==> src/design/ip_bridge_pkg.sv <==
package ip_bridge_pkg;

    // IP header fields used on transmit.
    localparam logic [15:0] IP_HDR_BYTES = 16'd20;
    localparam logic [7:0]  IP_TTL       = 8'd64;
    localparam logic [7:0]  IP_PROTO     = 8'd17; // UDP.

    localparam int FIFO_AW    = 11;
    localparam int FIFO_DEPTH = 1 << FIFO_AW;

    localparam int NUM_TOPICS = 8; // Also the width of the topic mask.

    // APB register map, byte addresses.
    typedef enum logic [7:0] {
        REG_LOCAL_IP   = 8'h00,
        REG_PEER_IP    = 8'h04,
        REG_TOPIC_MASK = 8'h08,
        REG_FWD_COUNT  = 8'h0C,
        REG_DROP_COUNT = 8'h10
    } reg_addr_e;

    typedef enum logic [2:0] {RX_IDLE, RX_LEN_HI, RX_LEN_LO, RX_DATA, RX_DRAIN} rx_state_e;

    typedef enum logic [2:0] {FLT_LEN_HI, FLT_LEN_LO, FLT_TOPIC, FLT_FWD, FLT_DROP} flt_state_e;

    typedef enum logic [1:0] {TX_LEN_HI, TX_LEN_LO, TX_HDR, TX_DATA} tx_state_e;

endpackage

==> src/design/ip_rx_unpack.sv <==
`timescale 1ns/1ps

module ip_rx_unpack (
    input  logic        clk,
    input  logic        rst_n,
    input  logic        rx_hdr_valid,
    output logic        rx_hdr_ready,
    input  logic [15:0] rx_ip_length,
    input  logic [31:0] rx_ip_dest_ip,
    input  logic [7:0]  rx_payload_tdata,
    input  logic        rx_payload_tvalid,
    input  logic        rx_payload_tlast,
    output logic        rx_payload_tready,
    input  logic [31:0] local_ip,
    input  logic        fifo_full,
    output logic        fifo_wr_en,
    output logic [7:0]  fifo_din,
    output logic        rx_drop
);
    import ip_bridge_pkg::*;

    rx_state_e   state;
    logic [15:0] pay_len;
    logic        hdr_acc;
    logic        beat;

    assign hdr_acc = rx_hdr_valid && rx_hdr_ready;
    assign beat    = rx_payload_tvalid && rx_payload_tready;
    assign rx_drop = hdr_acc && (rx_ip_dest_ip != local_ip); // Not for us.

    always_comb begin
        rx_hdr_ready      = 1'b0;
        rx_payload_tready = 1'b0;
        fifo_wr_en        = 1'b0;
        fifo_din          = rx_payload_tdata;
        case (state)
            RX_IDLE:   rx_hdr_ready = 1'b1;
            RX_LEN_HI: begin
                fifo_wr_en = !fifo_full;
                fifo_din   = pay_len[15:8]; // Length prefix, big endian.
            end
            RX_LEN_LO: begin
                fifo_wr_en = !fifo_full;
                fifo_din   = pay_len[7:0];
            end
            RX_DATA: begin
                rx_payload_tready = !fifo_full;
                fifo_wr_en        = rx_payload_tvalid && !fifo_full;
            end
            RX_DRAIN:  rx_payload_tready = !fifo_full; // Discard the payload.
            default:   ;
        endcase
    end

    always_ff @(posedge clk or negedge rst_n) begin
        if (!rst_n) begin
            state <= RX_IDLE;
        end else begin
            case (state)
                RX_IDLE: begin
                    if (hdr_acc && rx_drop) state <= RX_DRAIN;
                    else if (hdr_acc) state <= RX_LEN_HI;
                end
                RX_LEN_HI: if (!fifo_full) state <= RX_LEN_LO;
                RX_LEN_LO: if (!fifo_full) state <= RX_DATA;
                default:   if (beat && rx_payload_tlast) state <= RX_IDLE;
            endcase
        end
    end

    always_ff @(posedge clk) begin
        if (hdr_acc) pay_len <= rx_ip_length - IP_HDR_BYTES;
    end

endmodule

==> config.mk <==
export PLATFORM = sky130hd
export DESIGN_NAME = ip_rx_unpack
export DESIGN_NICKNAME = d
export VERILOG_FILES = /design/src/design/ip_bridge_pkg.sv /design/src/design/ip_rx_unpack.sv
export SDC_FILE = /design/constraint.sdc
export NUM_CORES = 1
export LEC_CHECK = 0
export ABC_AREA = 1
export BUFFER_PORTS_ARGS = -buffer_cell sky130_fd_sc_hd__buf_2
export CAP_MARGIN = 20
export CORE_ASPECT_RATIO = 0.6
export CORE_UTILIZATION = 39
export DETAILED_ROUTE_END_ITERATION = 10
export PLACE_DENSITY = 0.83
export REMOVE_ABC_BUFFERS = 1
export SETUP_SLACK_MARGIN = 0.2
export SYNTH_ARGS = -nofsm -noshare
export SYNTH_HDL_FRONTEND = slang
export SYNTH_SLANG_ARGS = --single-unit
==> constraint.sdc <==
create_clock -name clk -period 1.4 [get_ports clk]
set_input_delay 0.21 -clock clk [delete_from_list [all_inputs] [get_ports clk]]
set_output_delay 0.21 -clock clk [all_outputs]
set_load 0.01 [all_outputs]
==> impl_metrics.json <==
{
  "reg2regPathDepth": 9,
  "rsz0062_at_grt": "yes",
  "avgRoutedWirePerCell_um": 10.1,
  "relSlewSlack_pct": 84.8,
  "n_fill_cell": 376,
  "initial_core_util_pct": 40.8,
  "ys_types": 23,
  "cts-root-buf": "clkbuf_8",
  "violations": "negative setup slack",
  "synth_mux_area_share_pct": 0,
  "hp-class": "in2reg",
  "ant_nets": 0,
  "ff_latch_area_um2": 558,
  "clkLatencyLatePin_ns": 0.26,
  "max-clock-path-buffers": 2,
  "finalHoldViolations": 0,
  "numCtsBuffers": 3,
  "fp-row-count": 18,
  "setup_viol": 29,
  "via_per_inst": 4.31,
  "synth_adder_area_share_pct": 0.743,
  "antenna_found_initial": 0,
  "finalSetupTns_ns": -4.36,
  "ios": 106,
  "mostFrequentLayoutCell": "buf_2",
  "final_cell_mix": "buf_2, nand2_1, inv_1, buf_4, xnor2_1",
  "seq_area_frac_synth_pct": 33.0,
  "grt_pass1_wl_um": 6930,
  "postSynthAreaPerCell_um2": 6.70,
  "synth_top_family_by_area": "simple AND/OR/NAND/NOR gates",
  "diodes": 0,
  "io_buffer_count": 105,
  "synth_area_um2": 1680,
  "p_clk_share_pct": 11.6,
  "p_sw_share_pct": 39.3,
  "die_h_um": 52.9,
  "fin_crit_sh_pct": 115,
  "cts_tree": "yes",
  "hold_depth": 1,
  "dp_hpwl_um": 3640,
  "p_per_area_nw_per_um2": 1180,
  "synth_top_area_share_pct": 28.6,
  "skew_ns": 0.00413,
  "ys_ff_latch": 19,
  "grt_usage_pct": 20.0,
  "worst_pin_slew_ns": 0.227,
  "path_max_fanout": 4,
  "first_iter_violations": 40,
  "cap_violations": 0,
  "seqPwrFrac_pct": 26.2,
  "htreeDepth": 1,
  "fin_area_um2": 2730,
  "firstDrtPassIters": 4,
  "die_w_um": 86.8,
  "layout_min_cycle_time_ns": 1.61,
  "drive_gt1_share_pct": 44.1,
  "p_leak_uw": 0.00149,
  "path_clk_slew_ns": 0.07,
  "synth-compound-area-share_pct": 2.53,
  "vias": 1938,
  "final_nets": 486,
  "netlist_instances": 251,
  "layout_setup_ws_ns": -0.206,
  "ys_warn_count": 0,
  "synth_xor_area_share_pct": 14.1,
  "arrival_ns": 1.40,
  "drc": 0,
  "final_util_pct": 66.3,
  "start_kind": "flop",
  "syn2layout_area_growth_pct": 62.5,
  "wl_um": 4530,
  "multi_input_area_um2": 973,
  "status": "finished, violations left",
  "comb_power_share_pct": 62.2,
  "overflow": 0,
  "report.final.slew_viol_count": 0,
  "path_class": "reg2out",
  "dpl_cell_area_um2": 2400,
  "die-area_um2": 4590,
  "coreArea_um2": 4120,
  "grt_pass1_vias": 1696,
  "irDropWorstVdd_uv": 589,
  "cts.sink_count": 19,
  "p_int_uw": 1960,
  "critPathCaptureType": "output port",
  "timing.fmax_mhz": 623,
  "grt_max_degree": 12,
  "crit_required_ns": 1.19,
  "synth_top_cell_by_area": "edfxtp_1",
  "gp_congestion": 0.858,
  "synth_area_leaders": "edfxtp_1, nand2_1, inv_1, xnor2_1, xor2_1",
  "synthSimpleGateAreaFrac_pct": 37.5,
  "p_sw_uw": 1270
}
## synth_stat cells
| cell | number |
|---|---|
| clkinv_2 | 1 |
| inv_2 | 5 |
| buf_2 | 1 |
| nor3_2 | 3 |
| nand3b_1 | 1 |
| nand3_1 | 15 |
| clkbuf_1 | 2 |
| nor3_4 | 1 |
| edfxtp_1 | 16 |
| nand3_2 | 2 |
| dfrtp_1 | 3 |
| clkinv_1 | 1 |
| a21oi_1 | 2 |
| nand2_1 | 95 |
| ha_1 | 1 |
| nand2_2 | 2 |
| xor2_1 | 9 |
| nand4_1 | 9 |
| xnor2_1 | 18 |
| inv_1 | 44 |
| nor2_1 | 15 |
| o21ai_1 | 3 |
| a21oi_2 | 2 |
## worst max-delay path, stage by stage (launching register included)
cell,delay [ns]
dfrtp_2,0.43
buf_4,0.15
nor2_4,0.08
nand2_1,0.06
inv_2,0.07
buf_6,0.09
buf_6,0.08
buf_6,0.09
buf_6,0.09
## worst paths after layout
path | startpoint | to | slack (ns)
min | rx_ip_length[0] | pay_len[0] | 0.13
min reg2reg | state[2] | state[2] | 0.60
min in group asynchronous | rst_n | state[2] | 0.30
max | state[1] | rx_hdr_ready | -0.21
max in group asynchronous | rst_n | state[1] | 0.99
max reg2reg | state[1] | pay_len[3] | -0.14
## flip-flops by register name, summed over array words and instances, names as in the netlist
| name | count |
|---|---|
| state | 3 |
| pay_len | 16 |
## layer usage
metal	GRT usage, %	up-vias	routed length [um]
met5	0	-	0
met4	5.00	0	46
met3	3.74	4	166
met2	37.0	49	2200
met1	24.2	839	2110
li1	-	1046	-
## power by group through the flow
stage | combinational (uW) | clock (uW) | sequential (uW)
floorplan | 833 | 0 | 850
global placement | 1500 | 0 | 839
detailed placement | 1550 | 0 | 845
CTS | 1880 | 389 | 833
global route | 2200 | 407 | 860
finish | 2020 | 375 | 848
## metrics by stage
stage          hold WS, ns  instances  worst slack [ns]  total power (uW)
2_1_floorplan      -0.0856        248            -0.277              1680
3_3_place_gp       0.00769        429            -0.133              2340
3_5_place_dp       0.00914        429            -0.238              2400
4_1_cts              0.122        445            -0.192              3100
5_1_grt              0.118        450            -0.287              3470
6_report             0.128        450            -0.206              3240
## timing repair
| action | CTS | global route |
|---|---|---|
| hold buffers | 1 | 0 |
| endpoints found under the setup margin | 34 | 35 |
| cloned | 1 | 0 |
| setup buffers | 10 | 5 |
| resized for setup | 27 | 14 |
| pin swaps | 11 | 10 |
| hold endpoints to repair | 3 | 0 |
## cell type report
| type | count | area share, % |
|---|---|---|
| clock buffers | 4 | 1.65 |
| inverters | 51 | 7.46 |
| multi-input cells | 178 | 35.6 |
| flip-flops and latches | 19 | 20.4 |
| well taps | 60 | 2.75 |
| repair buffers | 138 | 32.1 |
## kinds of logic (layout without fill, tap and decap cells)
group	Yosys count	in the layout
AND/OR/NAND/NOR	143	143
buffers and inverters	54	193
AO/OA/AOI/OAI	7	7
flip-flops	19	19
adder cells (fa/ha/maj)	1	1
XOR/XNOR	27	27
Note: power is estimated with default switching activity, not from simulation.
