$ cat src/design/ip_bridge_pkg.sv
package ip_bridge_pkg;

    // IP header fields used on transmit.
    localparam logic [15:0] IP_HDR_BYTES = 16'd20;
    localparam logic [7:0]  IP_TTL       = 8'd64;
    localparam logic [7:0]  IP_PROTO     = 8'd17; // UDP.

    localparam int FIFO_AW    = 11;
    localparam int FIFO_DEPTH = 1 << FIFO_AW;

    localparam int NUM_TOPICS = 8; // Also the width of the topic mask.

    // APB register map, byte addresses.
    typedef enum logic [7:0] {
        REG_LOCAL_IP   = 8'h00,
        REG_PEER_IP    = 8'h04,
        REG_TOPIC_MASK = 8'h08,
        REG_FWD_COUNT  = 8'h0C,
        REG_DROP_COUNT = 8'h10
    } reg_addr_e;

    typedef enum logic [2:0] {RX_IDLE, RX_LEN_HI, RX_LEN_LO, RX_DATA, RX_DRAIN} rx_state_e;

    typedef enum logic [2:0] {FLT_LEN_HI, FLT_LEN_LO, FLT_TOPIC, FLT_FWD, FLT_DROP} flt_state_e;

    typedef enum logic [1:0] {TX_LEN_HI, TX_LEN_LO, TX_HDR, TX_DATA} tx_state_e;

endpackage

$ cat src/design/bridge_regs.sv
`timescale 1ns/1ps

module bridge_regs (
    input  logic                                 clk,
    input  logic                                 rst_n,
    input  logic [7:0]                           paddr,
    input  logic                                 psel,
    input  logic                                 penable,
    input  logic                                 pwrite,
    input  logic [31:0]                          pwdata,
    output logic [31:0]                          prdata,
    output logic                                 pready,
    output logic                                 pslverr,
    input  logic                                 fwd_pulse,
    input  logic                                 drop_pulse,
    input  logic                                 rx_drop,
    output logic [31:0]                          local_ip,
    output logic [31:0]                          peer_ip,
    output logic [ip_bridge_pkg::NUM_TOPICS-1:0] topic_mask
);
    import ip_bridge_pkg::*;

    logic [31:0] fwd_count;
    logic [31:0] drop_count;
    logic        access;
    logic        mapped;
    logic        is_counter;
    logic        wr_ok;

    assign access  = psel && penable;
    assign pready  = 1'b1; // No wait states.
    assign pslverr = access && (!mapped || (pwrite && is_counter));
    assign wr_ok   = access && pwrite && mapped && !is_counter;

    always_comb begin
        mapped     = 1'b1;
        is_counter = 1'b0;
        prdata     = '0;
        case (paddr)
            REG_LOCAL_IP:   prdata = local_ip;
            REG_PEER_IP:    prdata = peer_ip;
            REG_TOPIC_MASK: prdata = {{(32 - NUM_TOPICS){1'b0}}, topic_mask};
            REG_FWD_COUNT: begin
                prdata     = fwd_count;
                is_counter = 1'b1; // Read only.
            end
            REG_DROP_COUNT: begin
                prdata     = drop_count;
                is_counter = 1'b1;
            end
            default: mapped = 1'b0;
        endcase
    end

    always_ff @(posedge clk or negedge rst_n) begin
        if (!rst_n) begin
            local_ip   <= '0;
            peer_ip    <= '0;
            topic_mask <= '0;
            fwd_count  <= '0;
            drop_count <= '0;
        end else begin
            if (wr_ok && paddr == REG_LOCAL_IP)   local_ip <= pwdata;
            if (wr_ok && paddr == REG_PEER_IP)    peer_ip <= pwdata;
            if (wr_ok && paddr == REG_TOPIC_MASK) topic_mask <= pwdata[NUM_TOPICS-1:0];
            // Counters wrap; both drop sources may fire in one cycle.
            fwd_count  <= fwd_count + 32'(fwd_pulse);
            drop_count <= drop_count + 32'(rx_drop) + 32'(drop_pulse);
        end
    end

endmodule

$ cat config.mk
export PLATFORM = sky130hd
export DESIGN_NAME = bridge_regs
export DESIGN_NICKNAME = d
export VERILOG_FILES = /design/src/design/ip_bridge_pkg.sv /design/src/design/bridge_regs.sv
export SDC_FILE = /design/constraint.sdc
export NUM_CORES = 1
export LEC_CHECK = 0
export BUFFER_PORTS_ARGS = -buffer_cell sky130_fd_sc_hd__buf_2
export CAP_MARGIN = 20
export CORE_AREA = 2 2 120 122
export CTS_BUF_LIST = sky130_fd_sc_hd__clkbuf_8
export DETAILED_ROUTE_END_ITERATION = 8
export DIE_AREA = 0 0 122 124
export GPL_TIMING_DRIVEN = 0
export PLACE_DENSITY = 0.76
export SETUP_SLACK_MARGIN = 0.2
export SKIP_LAST_GASP = 1
export SLEW_MARGIN = 10
export SYNTH_ARGS = -nofsm -noshare
export SYNTH_HDL_FRONTEND = slang
export SYNTH_SLANG_ARGS = --single-unit
$ cat constraint.sdc
create_clock -name clk -period 2.2 [get_ports clk]
set_input_delay 0.22 -clock clk [delete_from_list [all_inputs] [get_ports clk]]
set_output_delay 0.22 -clock clk [all_outputs]
set_load 0.01 [all_outputs]
==> summary.md <==
| Metric | Value |
|---|---|
| Initial DRC count | 489 |
| DIE AREA | 15100 µm² |
| RSZ-0062 raised after global routing | yes |
| Largest net degree at the start of global routing | 72 |
| Initial antenna violation count | 0 |
| Core Rows | 43 |
| Int Power | 4220 µW |
| FF-to-FF setup slack | 120 ps |
| Nets@finish | 825 |
| Reg-to-Reg End | drop_count[22] |
| Synthesized area | 6770 µm² |
| Die height | 124 µm |
| # diodes | 0 |
| Arr. time, crit path | 1870 ps |
| Longest Clk Path Bufs | 2 |
| Fin crit period | 2090 ps |
| Total I/O pin count | 154 |
| Starting Density | 0.494 |
| CP Class | flip-flop to primary output |
| Post-DP HPWL | 13.3 mm |
| Static leakage | 0.00467 µW |
| CP Capture Point | prdata[6] |
| DRT Wirelength | 19.5 mm |
| Yosys warning count | 0 |
| Fin crit share | 0.952 |
| Post-synth cell types | 43 |
| Area growth syn-to-layout | 33.4% |
| Power share of the clock group | 0.358 |
| Hold slack final | 18.1 ps |
| Worst VDD drop | 0.401 mV |
| First-pass GRT wire length | 29.8 mm |
| CP max FO | 2 |
| DR vias/cell | 5.67 |
| Area after DPL | 7800 µm² |
| Reg clk slew, reported paths | 80 ps |
| Fin. Hold Viols | 0 |
| Fraction of registers with async set/reset | 1.00 |
| GRT Residual Overflow | 0 |
| CTS tree | done |
| Residual DRC | 0 |
| Worst setup EP type | primary output |
| Net Sw Frac | 0.286 |
| Vias | 5482 |
| Chip Width | 122 µm |
| Final WS setup | 106 ps |
| Sequential fraction of the synthesis area | 0.502 |
| Worst R2R Path Depth | 10 |
| H-tree depth | 4 |
| Syn Nets | 596 |
| Synth Register Bits | 136 |
| Core footprint | 13700 µm² |
| Inserted Clock Buffers | 17 |
| Status | complete, no violations |
| Startpoint Class | flip-flop |
| Worst slew pin tran | 842 ps |
| WP data required | 1980 ps |
| Avg Cell Area, Syn | 12.4 µm² |
| Layout cells sized above 1 | 0.450 |
| Fill count | 979 |
| Setup crit start | fwd_count[6] |
| Setup tns final | 0 ps |
| Hold Crit Class | primary input to flip-flop |
| Slew margin rel. | 0.438 |
| Layout Utilization | 0.659 |
| Worst r2r src | drop_count[0] |
| Ys flop type | dfrtp_1 |
| Flop pwr share | 0.485 |
| Antenna violation net count after detailed routing | 0 |
| Layout Skew | 12.4 ps |
| Vias in the first global route | 5520 |
| Clk_lat worst skew | 460 ps |
| Comb pwr share | 0.158 |
| FMAX | 0.477 GHz |
| Max-cap check violation count | 0 |
| WL per Instance | 20.2 µm |
| Post-route cell area | 9040 µm² |
| Root Buffer | clkbuf_8 |
| Setup-failing EPs final | 0 |
| Final slew viol count | 0 |
| Total clock sinks | 136 |
| Port buffer count | 151 |
| Gpl congestion | 0.912 |
| Setup WS pre-CTS | -300 ps |
| EDFF count, synth | 0 |
| P_sw | 1690 µW |
| Syn Inst Count | 544 |
| DRT Pass-1 Iters | 5 |
| GRT Overall Usage | 0.262 |
| Power Dens Cells | 655 nW/µm² |
-- metal layers --
layer  routed length, µm  up-vias  global-route usage
li1                    -     2427                   -
met1                8010     2786               0.338
met2                9760      234               0.439
met3                1310       35              0.0517
met4                 426        0               0.103
met5                   0        -                   0
-- cells by family after synthesis --
logic type	count (synthesis)	synth area share
flip-flops	136	0.502
AO/OA/AOI/OAI	38	0.0338
buffers and inverters	39	0.0270
other	1	0.000554
AND/OR/NAND/NOR	136	0.117
multiplexers	130	0.233
XOR/XNOR	60	0.0776
adder cells (fa/ha/maj)	4	0.00850
-- cell usage in the layout (no fill, tap or decap), types with 4 or more instances in the layout --
cell type,count
mux4_2,6
nor2_1,19
inv_6,4
a21oi_1,4
xor2_1,15
clkinvlp_4,4
mux2_4,30
and3_1,11
a31oi_1,5
mux2_1,10
xnor2_1,43
or2_2,4
and4_1,4
nand3_1,21
nand2_1,16
dfrtp_1,133
nor3_4,4
buf_2,161
o22ai_1,16
mux2_2,32
clkbuf_1,5
buf_6,6
nand4_1,20
clkbuf_8,20
buf_4,28
o22ai_2,8
dlygate4sd3_1,26
nor2b_1,4
inv_1,10
mux2i_1,52
-- sequential cells by signal, indices dropped and copies added (netlist names) --
register and count:
peer_ip 32, drop_count 32, fwd_count 32, topic_mask 8, local_ip 32
-- how the worst min path moves through the flow --
stage,startpoint,endpoint,slack [ps],depth (start not counted)
floorplan,rst_n,drop_count[0],-80,0
global placement,pwdata[8],peer_ip[8],460,2
detailed placement,rst_n,local_ip[24],250,1
CTS,pwdata[19],local_ip[19],0.6,2
global route,fwd_pulse,fwd_count[0],7,2
finish,fwd_pulse,fwd_count[0],20,2
-- synth_stat cells (6+ instances only) --
master	count	area, µm²
mux2_1	10	113
mux2i_1	52	521
mux4_2	6	135
inv_1	12	45.0
dfrtp_1	136	3400
o22ai_1	24	150
nor2_1	21	78.8
nand2_1	17	63.8
xnor2_1	45	394
and3_1	11	68.8
clkbuf_1	13	48.8
mux2_2	32	360
nand3_1	26	130
xor2_1	15	131
buf_2	8	40.0
nand4_1	20	125
mux2_4	30	450
-- stage by stage --
stage | instances | total power (µW)
2_1_floorplan | 544 | 3230
3_3_place_gp | 875 | 3470
3_5_place_dp | 877 | 3520
4_1_cts | 952 | 5820
5_1_grt | 966 | 6130
6_report | 966 | 5920
-- worst max-delay path: stages (launching register included) --
cell	delay, ps
dfrtp_1	390
mux4_2	510
nor2b_1	160
a31oi_1	170
nor2_1	60
buf_2	130
-- layout make-up --
class	count	area [µm²]	area share
buffer	27	188	0.0208
clock buffer	19	262	0.0289
clock inverter	13	144	0.0159
inverter	12	45.0	0.00498
multi-input combinational	369	3450	0.382
sequential	136	3410	0.377
tap	180	225	0.0249
timing repair buffer	210	1320	0.146
-- power by group through the flow --
stage          Sequential [µW]  Clock [µW]  Combinational, µW
2_1_floorplan             2870           0                363
3_3_place_gp              2910           0                556
3_5_place_dp              2930           0                591
4_1_cts                   2850        2140                830
5_1_grt                   2880        2240               1010
6_report                  2870        2120                932
-- what timing repair did --
item,4_1_cts,5_1_grt
buffers inserted,17,14
hold buffers,26,0
hold endpoints to repair,110,0
endpoints found under the setup margin,62,77
resized for setup,49,30
pin swaps,10,14
(Power assumes the default switching activity.)
