## config.mk

```make
export PLATFORM = sky130hd
export DESIGN_NAME = topic_filter
export DESIGN_NICKNAME = d
export VERILOG_FILES = /design/src/design/ip_bridge_pkg.sv /design/src/design/topic_filter.sv
export SDC_FILE = /design/constraint.sdc
export NUM_CORES = 1
export LEC_CHECK = 0
export ABC_AREA = 1
export BUFFER_PORTS_ARGS = -buffer_cell sky130_fd_sc_hd__buf_2
export CORE_UTILIZATION = 40
export DETAILED_ROUTE_END_ITERATION = 6
export PLACE_DENSITY = 0.69
export SYNTH_ARGS = -nofsm -noshare
export SYNTH_HDL_FRONTEND = slang
export SYNTH_SLANG_ARGS = --single-unit
```

## constraint.sdc

```tcl
create_clock -name clk -period 3.84 [get_ports clk]
set_input_delay 0.384 -clock clk [delete_from_list [all_inputs] [get_ports clk]]
set_output_delay 0.384 -clock clk [all_outputs]
set_load 0.005 [all_outputs]
```

## src/design/ip_bridge_pkg.sv

```systemverilog
package ip_bridge_pkg;

    // IP header fields used on transmit.
    localparam logic [15:0] IP_HDR_BYTES = 16'd20;
    localparam logic [7:0]  IP_TTL       = 8'd64;
    localparam logic [7:0]  IP_PROTO     = 8'd17; // UDP.

    localparam int FIFO_AW    = 11;
    localparam int FIFO_DEPTH = 1 << FIFO_AW;

    localparam int NUM_TOPICS = 8; // Also the width of the topic mask.

    // APB register map, byte addresses.
    typedef enum logic [7:0] {
        REG_LOCAL_IP   = 8'h00,
        REG_PEER_IP    = 8'h04,
        REG_TOPIC_MASK = 8'h08,
        REG_FWD_COUNT  = 8'h0C,
        REG_DROP_COUNT = 8'h10
    } reg_addr_e;

    typedef enum logic [2:0] {RX_IDLE, RX_LEN_HI, RX_LEN_LO, RX_DATA, RX_DRAIN} rx_state_e;

    typedef enum logic [2:0] {FLT_LEN_HI, FLT_LEN_LO, FLT_TOPIC, FLT_FWD, FLT_DROP} flt_state_e;

    typedef enum logic [1:0] {TX_LEN_HI, TX_LEN_LO, TX_HDR, TX_DATA} tx_state_e;

endpackage

```

## src/design/topic_filter.sv

```systemverilog
`timescale 1ns/1ps

module topic_filter (
    input  logic                                 clk,
    input  logic                                 rst_n,
    input  logic [7:0]                           in_dout,
    input  logic                                 in_empty,
    output logic                                 in_rd_en,
    input  logic                                 out_full,
    output logic                                 out_wr_en,
    output logic [7:0]                           out_din,
    input  logic [ip_bridge_pkg::NUM_TOPICS-1:0] topic_mask,
    output logic                                 fwd_pulse,
    output logic                                 drop_pulse
);
    import ip_bridge_pkg::*;

    localparam int TW = $clog2(NUM_TOPICS);

    flt_state_e  state;
    logic [15:0] len;      // Bytes left in the message, topic included.
    logic [1:0]  hdr_left; // Length bytes still to be written.
    logic        keep;
    logic        last;

    // The topic byte is peeked at the FIFO head, not popped.
    assign keep       = (in_dout < NUM_TOPICS) && topic_mask[in_dout[TW-1:0]];
    assign fwd_pulse  = (state == FLT_TOPIC) && !in_empty && keep;
    assign drop_pulse = (state == FLT_TOPIC) && !in_empty && !keep;
    assign last       = (len == 16'd1);

    always_comb begin
        in_rd_en  = 1'b0;
        out_wr_en = 1'b0;
        out_din   = in_dout;
        case (state)
            FLT_LEN_HI, FLT_LEN_LO: in_rd_en = !in_empty;
            FLT_FWD: begin
                if (hdr_left != 2'd0) begin
                    out_wr_en = !out_full;
                    out_din   = (hdr_left == 2'd2) ? len[15:8] : len[7:0];
                end else begin
                    in_rd_en  = !in_empty && !out_full;
                    out_wr_en = !in_empty && !out_full;
                end
            end
            FLT_DROP: in_rd_en = !in_empty;
            default:  ;
        endcase
    end

    // ############################
    // Message FSM.
    always_ff @(posedge clk or negedge rst_n) begin
        if (!rst_n) begin
            state    <= FLT_LEN_HI;
            len      <= '0;
            hdr_left <= '0;
        end else begin
            case (state)
                FLT_LEN_HI: begin
                    if (in_rd_en) begin
                        len[15:8] <= in_dout;
                        state     <= FLT_LEN_LO;
                    end
                end
                FLT_LEN_LO: begin
                    if (in_rd_en) begin
                        len[7:0] <= in_dout;
                        state    <= FLT_TOPIC;
                    end
                end
                FLT_TOPIC: begin
                    hdr_left <= 2'd2;
                    if (fwd_pulse) state <= FLT_FWD;
                    else if (drop_pulse) state <= FLT_DROP;
                end
                default: begin
                    if (state == FLT_FWD && hdr_left != 2'd0) begin
                        if (out_wr_en) hdr_left <= hdr_left - 2'd1;
                    end else if (in_rd_en) begin
                        len <= len - 16'd1;
                        if (last) state <= FLT_LEN_HI; // End of message.
                    end
                end
            endcase
        end
    end

endmodule

```

==> impl_metrics.csv, run 1 <==
group,metric,value,unit
outcome,status,"finished, final reports clean",
critical_path,ff2ff_setup_slack,1.95,ns
finish,fillers,460,
place,dpl.hpwl,3740,um
critical_path,crit_cells,7,
drt,wl,4930,um
drt,avgRoutedWirePerCell,13.5,um
finish,multiInputGateArea,1070,sq um
drt,drc,0,
critical_path,crit_top_cell,"nand2_1",
drt,wl_met3,308,um
finish,regArea,526,sq um
finish,final_util,48.7,%
logic_synthesis,syn-num-nets,310,
clocking,cts_sinks,21,
logic_synthesis,synth_top_area_cell,"dfrtp_1",
clocking,post_cts.repair.setup_buffers,0,
timing,worst_slew_pin_slew,0.562,ns
drt,wl_met2,2160,um
logic_synthesis,post_synth.cell_area_avg,6.25,sq um
drt,ant_nets,0,
drt,via_count,1931,
critical_path,cp_slowest_cell,"dfrtp_1",
power_and_ir_drop,ir_drop,0.398,mV
logic_synthesis,synth_common_cells,"nand2_1, inv_1, o21ai_0",
finish,drive_above_1_share,14.6,%
logic_synthesis,netlist.area_leader.share,29.4,%
global_route,grt_pass1_vias,1717,
logic_synthesis,synth_area_leaders,"dfrtp_1, nand2_1, o21ai_0",
clocking,worstSkewPairLatency,0.27,ns
hold_path,min_path_type,"in -> async",
timing,period_minus_slack,2.30,ns
logic_synthesis,ys_ff_latch,21,
global_route,grt_pass1_wl,7940,um
critical_path,reg2reg_from,"state[1]$_DFFE_PN0P_",
drt,routed.top_layer,"met4",
clocking,hold_buffers,0,
critical_path,r2r_cells,7,
clocking,cts_resized,0,
run,cap_viol_max_count,0,
drt,drt-vias-per-instance,5.28,
critical_path,worstPathMaxFanout,14,
critical_path,cp.arrival,1.92,ns
critical_path,crit_path_max_incr_delay,0.55,ns
floorplanning,io_pins,32,
logic_synthesis,yosysSeqAreaShare,29.4,%
floorplanning,coreArea,4140,sq um
critical_path,path_cells,"nand2_1, nor2_2, nand2_1, inv_1, o211ai_1, o21ai_0, buf_2",
critical_path,crit_type,"reg -> out",
timing,hold_viol_final,0,
clocking,root_buffer,"clkbuf_8",
clocking,path_clk_slew,0.08,ns
timing,fmax,434,MHz
floorplanning,chipWidth,68.8,um
logic_synthesis,syn_area,1790,sq um
global_route,grt-ovfl-total,0,
logic_synthesis,ys_types,30,
clocking,cts_buffers,3,
drt,wl_met1,2340,um
critical_path,rr_endpoint,"len[6]$_DFFE_PN0P_",
floorplanning,dieArea,4740,sq um
critical_path,crit_buf_inv,2,
drt,dr.pass1.iters,4,
timing,setup_viol,0,
timing,period_share,59.9,%
critical_path,cp-start-kind,"flop",
clocking,cts_max_path_buffers,2,
floorplanning,start_util,43.1,%
global_route,grt_util_all_layers,22.8,%
logic_synthesis,yosysMostFrequentCell,"nand2_1",
logic_synthesis,async_reset_ff_share,100,%
finish,n_antenna_cell,0,
floorplanning,die_height,68.8,um
clocking,cts_tree,"yes",
floorplanning,num_rows,23,
finish,synthToLayoutAreaGrowth,13.0,%
logic_synthesis,postSynthCellCount,286,
logic_synthesis,synth_ff_type,"dfrtp_1",
critical_path,critical_path.top_delay_family,"flip-flops",
finish,final_nets,341,
logic_synthesis,synth_edf_count,0,
power_and_ir_drop,powerDensity,759,nW/um^2
global_route,antenna_found_initial,0,
global_route,grt_max_degree,22,
timing,slew_headroom,62.5,%
place,place_congestion,0.843,
place,portBuffers,31,
logic_synthesis,yosysWarnings,0,
power_and_ir_drop,power.leakage,1.06,nW
timing,setup_tns,0,ns
clocking,htree_levels,1,
timing,skew,0.00122,ns
drt,drt-initial-drc-count,159,
critical_path,worstPathRequired,3.46,ns
timing,slew_viol_final,0,
timing,rsz0062_at_grt,"no",
critical_path,critPathCaptureType,"primary output",
[cell type report]
cell class              instances  share of cell area (%)
multi-input cells             218                    53.0
inverters                      42                    7.94
flip-flops and latches         21                    26.0
clock buffers                   4                    2.23
well taps                      50                    3.10
repair buffers                 31                    7.69
[layer usage]
metal,vias to the layer above,GRT usage (%)
met4,0,8.16
met3,14,2.96
met2,76,36.5
met1,849,31.2
met5,-,0
li1,992,-
[state kept, by name (all words and copies together), names as in the netlist]
register	flops
state	3
len	16
hdr_left	2
[cell usage in the layout (no fill, tap or decap), types with 2 or more instances in the layout]
cell / count
nor2_2: 3
o211ai_1: 14
buf_2: 31
nand3_1: 22
dfrtp_1: 21
inv_1: 39
nor2_1: 29
clkbuf_8: 3
nand4_1: 3
ha_1: 4
o21ai_0: 30
a21oi_1: 8
inv_2: 2
nand3b_1: 2
o21ai_1: 3
nand2_1: 89
[per-stage QoR]
step / setup WS (ns) / total power, mW / instances / area [sq um] / hold WS [ns]
after floorplan: 2.22 / 1.15 / 286 / 1790 / 0.0884
after global placement: 1.91 / 1.36 / 362 / 1970 / 0.384
after detailed placement: 1.88 / 1.37 / 362 / 1970 / 0.383
after CTS: 1.57 / 1.53 / 366 / 2020 / 0.0943
after global routing: 1.40 / 1.69 / 366 / 2020 / 0.110
final: 1.54 / 1.53 / 366 / 2020 / 0.0735
[logic make-up (layout without fill, tap and decap cells)]
| family | Yosys count | count (layout) | synth area share, % |
|---|---|---|---|
| compound gates | 59 | 59 | 19.3 |
| flops | 21 | 21 | 29.4 |
| xor+xnor | 1 | 1 | 0.490 |
| simple gates | 154 | 154 | 37.3 |
| buf+inv | 47 | 77 | 10.7 |
| fa+ha+maj | 4 | 4 | 2.80 |
[worst reg2reg max path: stages, from the launching register on]
cell and delay [ns]:
dfrtp_1 0.55, inv_1 0.10, nand3_1 0.40, inv_1 0.26, a21oi_1 0.17, o21ai_0 0.11
o211ai_1 0.10, nand2_1 0.08
[worst max-delay path by stage]
stage                                        from    endpoint
after global placement       state[1]$_DFFE_PN0P_  out_din[4]
after CTS                    state[1]$_DFFE_PN0P_  out_din[4]
final                        state[1]$_DFFE_PN0P_  out_din[5]
after detailed placement     state[1]$_DFFE_PN0P_  out_din[4]
after floorplan           hdr_left[0]$_DFFE_PN0P_  out_din[6]
after global routing      hdr_left[1]$_DFFE_PN0P_  out_din[7]
[power by group]
| group | switching [mW] | internal [mW] | total [mW] | leakage (nW) |
|---|---|---|---|---|
| registers | 0.128 | 0.329 | 0.457 | 0.255 |
| logic | 0.619 | 0.305 | 0.924 | 0.784 |
| clock network | 0.0775 | 0.0742 | 0.152 | 0.0228 |
No activity file was read; power rests on OpenSTA's default activity.
==> inputs of run 2 (changes only) <==
--- a/config.mk
+++ b/config.mk
@@ -5,11 +5,11 @@
 export SDC_FILE = /design/constraint.sdc
 export NUM_CORES = 1
 export LEC_CHECK = 0
-export ABC_AREA = 1
+export ABC_AREA = 0
 export BUFFER_PORTS_ARGS = -buffer_cell sky130_fd_sc_hd__buf_2
 export CORE_UTILIZATION = 40
 export DETAILED_ROUTE_END_ITERATION = 6
-export PLACE_DENSITY = 0.69
+export PLACE_DENSITY = 0.72
 export SYNTH_ARGS = -nofsm -noshare
 export SYNTH_HDL_FRONTEND = slang
 export SYNTH_SLANG_ARGS = --single-unit
==> constraint.sdc (replaced) <==
create_clock -name clk -period 1.88 [get_ports clk]
set_input_delay 0.188 -clock clk [delete_from_list [all_inputs] [get_ports clk]]
set_output_delay 0.188 -clock clk [all_outputs]
set_load 0.005 [all_outputs]
==> impl_metrics.csv, run 2 <==
group,metric,value,unit
finish,largest_reg_flops,16,
floorplanning,chipWidth,67.7,um
logic_synthesis,synth_ff_type,"dfrtp_1",
clocking,path_clk_slew,0.09,ns
floorplanning,dieArea,4580,sq um
logic_synthesis,yosysMostFrequentCell,"nor2_1",
power_and_ir_drop,clkPwrFrac,11.9,%
logic_synthesis,synth_top_area_cell,"dfrtp_1",
run,cap_viol_max_count,0,
power_and_ir_drop,ir_drop,0.570,mV
global_route,grt_util_all_layers,22.6,%
drt,wl,4850,um
global_route,antenna_found_initial,0,
global_route,top_usage_layer,"met2",
critical_path,cp-start-kind,"flop",
logic_synthesis,postSynthCellCount,208,
critical_path,crit_type,"reg -> out",
finish,drive_above_1_share,32.3,%
global_route,grt_pass1_vias,1623,
critical_path,worstPathRequired,1.69,ns
timing,slew_headroom,65.4,%
finish,final_nets,285,
logic_synthesis,ys_ff_latch,21,
outcome,status,"finished, final reports clean",
drt,drt-vias-per-instance,5.90,
clocking,root_buffer,"clkbuf_8",
logic_synthesis,syn-num-nets,232,
floorplanning,die_height,67.7,um
floorplanning,start_util,42.5,%
power_and_ir_drop,p_comb_share,53.4,%
finish,stdcell_area,2170,sq um
drt,ant_nets,0,
finish,largestRegisters,"len: 16 flops, state: 3 flops, hdr_left: 2 flops",
hold_path,min_path_type,"in -> reg",
drt,dr.pass1.iters,4,
global_route,grt.met1_usage,30.9,%
clocking,cts_tree,"yes",
global_route,grt_max_degree,22,
logic_synthesis,synth_area_leaders,"dfrtp_1, mux2i_1, nor2_1",
timing,slew_viol_final,0,
timing,period_share,98.2,%
place,dpl.hpwl,3520,um
floorplanning,coreArea,4060,sq um
floorplanning,io_pins,32,
power_and_ir_drop,seqPwrFrac,34.7,%
logic_synthesis,yosysWarnings,0,
floorplanning,num_rows,23,
place,dp_slack,0.0630,ns
drt,avgRoutedWirePerCell,15.6,um
global_route,gr-usage-met2,37.5,%
global_route,met3_usage,2.20,%
clocking,cts_max_path_buffers,2,
finish,final_cell_mix,"buf_2, nor2_1, buf_4",
logic_synthesis,yosysSeqAreaShare,30.5,%
power_and_ir_drop,power_switching,1.16,mW
logic_synthesis,async_reset_ff_share,100,%
logic_synthesis,syn_area,1720,sq um
finish,max_flop_register,"len",
place,portBuffers,31,
timing,period_minus_slack,1.85,ns
timing,fmax,542,MHz
logic_synthesis,synth_edf_count,0,
timing,hold_viol_final,0,
finish,final_common_cell,"buf_2",
drt,drt-initial-drc-count,163,
clocking,worstSkewPairLatency,0.27,ns
logic_synthesis,netlist.area_leader.share,30.5,%
clocking,cts_buffers,3,
timing,timing.final.ws_setup,0.0334,ns
clocking,htree_levels,1,
timing,setup_tns,0,ns
power_and_ir_drop,p_int,1.47,mW
power_and_ir_drop,power.leakage,0.932,nW
logic_synthesis,post_synth.cell_area_avg,8.29,sq um
finish,synthToLayoutAreaGrowth,26.0,%
drt,via_count,1828,
power_and_ir_drop,powerDensity,1210,nW/um^2
critical_path,worstPathMaxFanout,9,
timing,worst_slew_pin_slew,0.518,ns
logic_synthesis,synth_common_cells,"nor2_1, dfrtp_1, a21oi_1",
timing,skew,0.00891,ns
power_and_ir_drop,p_sw_share,44.1,%
place,place_area,2040,sq um
critical_path,critPathCaptureType,"primary output",
global_route,grt-ovfl-total,0,
clocking,cts_sinks,21,
global_route,grt_pass1_wl,7780,um
logic_synthesis,ys_types,51,
drt,drc,0,
timing,setup_viol,0,
critical_path,cp.arrival,1.66,ns
place,place_congestion,0.857,
finish,n_antenna_cell,0,
==> run 2: changes by cell type in the layout (fill, tap and decap cells not counted), sizes merged, moves of 13 or more <==
cell	change
inv	-31
nand2	-83
o21ai	-22
o211ai	-13
nand3	-20
buf	+29
==> run 2: stage by stage <==
stage | total power [mW] | util [%] | instances | hold WS, ns
global route | 2.84 | 53.5 | 310 | 0.280
detailed placement | 2.26 | 50.2 | 296 | 0.186
CTS | 2.58 | 51.6 | 301 | 0.264
floorplan | 1.76 | - | 208 | -0.108
global placement | 2.23 | 50.2 | 296 | 0.186
finish | 2.63 | 53.5 | 310 | 0.264
==> run 2: layout make-up <==
| type | count | area (sq um) |
|---|---|---|
| clock buffers | 3 | 41.3 |
| clock inverters | 1 | 5.00 |
| fillers | 375 | 1890 |
| inverters | 11 | 41.3 |
| multi-input cells | 163 | 1110 |
| flip-flops and latches | 21 | 529 |
| well taps | 50 | 62.6 |
| repair buffers | 61 | 384 |
==> run 2: path summary, 6_finish.rpt <==
kind,cells after the start,slack (ns),start,end
max in group asynchronous,2,1.08,rst_n,state[0]$_DFFE_PN0P_
worst min register to register,1,0.55,hdr_left[1]$_DFFE_PN0P_,hdr_left[1]$_DFFE_PN0P_
worst min-delay path,3,0.26,in_dout[7],len[7]$_DFFE_PN0P_
worst max-delay path,6,0.03,state[2]$_DFFE_PN0P_,out_din[0]
worst max register to register,5,0.10,len[0]$_DFFE_PN0P_,state[2]$_DFFE_PN0P_
min in group asynchronous,2,0.42,rst_n,len[7]$_DFFE_PN0P_
==> run 2: cells by family (layout without fill, tap and decap cells) <==
| group | count (synthesis) | in the layout | share of synthesized area (%) |
|---|---|---|---|
| and+or+nand+nor | 74 | 74 | 24.8 |
| xor gates and xnor gates | 1 | 1 | 0.508 |
| adders and majority gates | 4 | 4 | 2.90 |
| AOI/OAI and AO/OA | 72 | 72 | 28.7 |
| DFF | 21 | 21 | 30.5 |
| buffers and inverters | 24 | 76 | 5.59 |
| muxes | 12 | 12 | 7.04 |
==> run 2: critical path, cell delays in order (launching register included) <==
cell,delay [ns]
dfrtp_2,0.46
nand3b_1,0.21
nor2_2,0.19
buf_6,0.16
nor2_1,0.05
a21oi_1,0.18
buf_2,0.15
==> run 2: layer usage <==
layer,part of all wire (%),vias to the layer above
li1,-,891
met4,0.74,0
met1,44,858
met3,6.7,4
met2,48,75
met5,0,-
==> run 2: power groups by stage <==
stage	sequential, mW	combinational, mW	clock, mW
floorplan	0.859	0.905	0
global placement	0.916	1.32	0
detailed placement	0.919	1.34	0
CTS	0.910	1.35	0.317
global route	0.944	1.56	0.335
finish	0.913	1.41	0.313
==> run 2: timing repair <==
action                                  in CTS  in global routing
resized for setup                            1                  6
hold endpoints to repair                    21                  0
endpoints found under the setup margin       1                 17
buffers inserted                             0                  8
hold buffers                                 1                  0
pin swaps                                    0                  3
cloned                                       0                  1
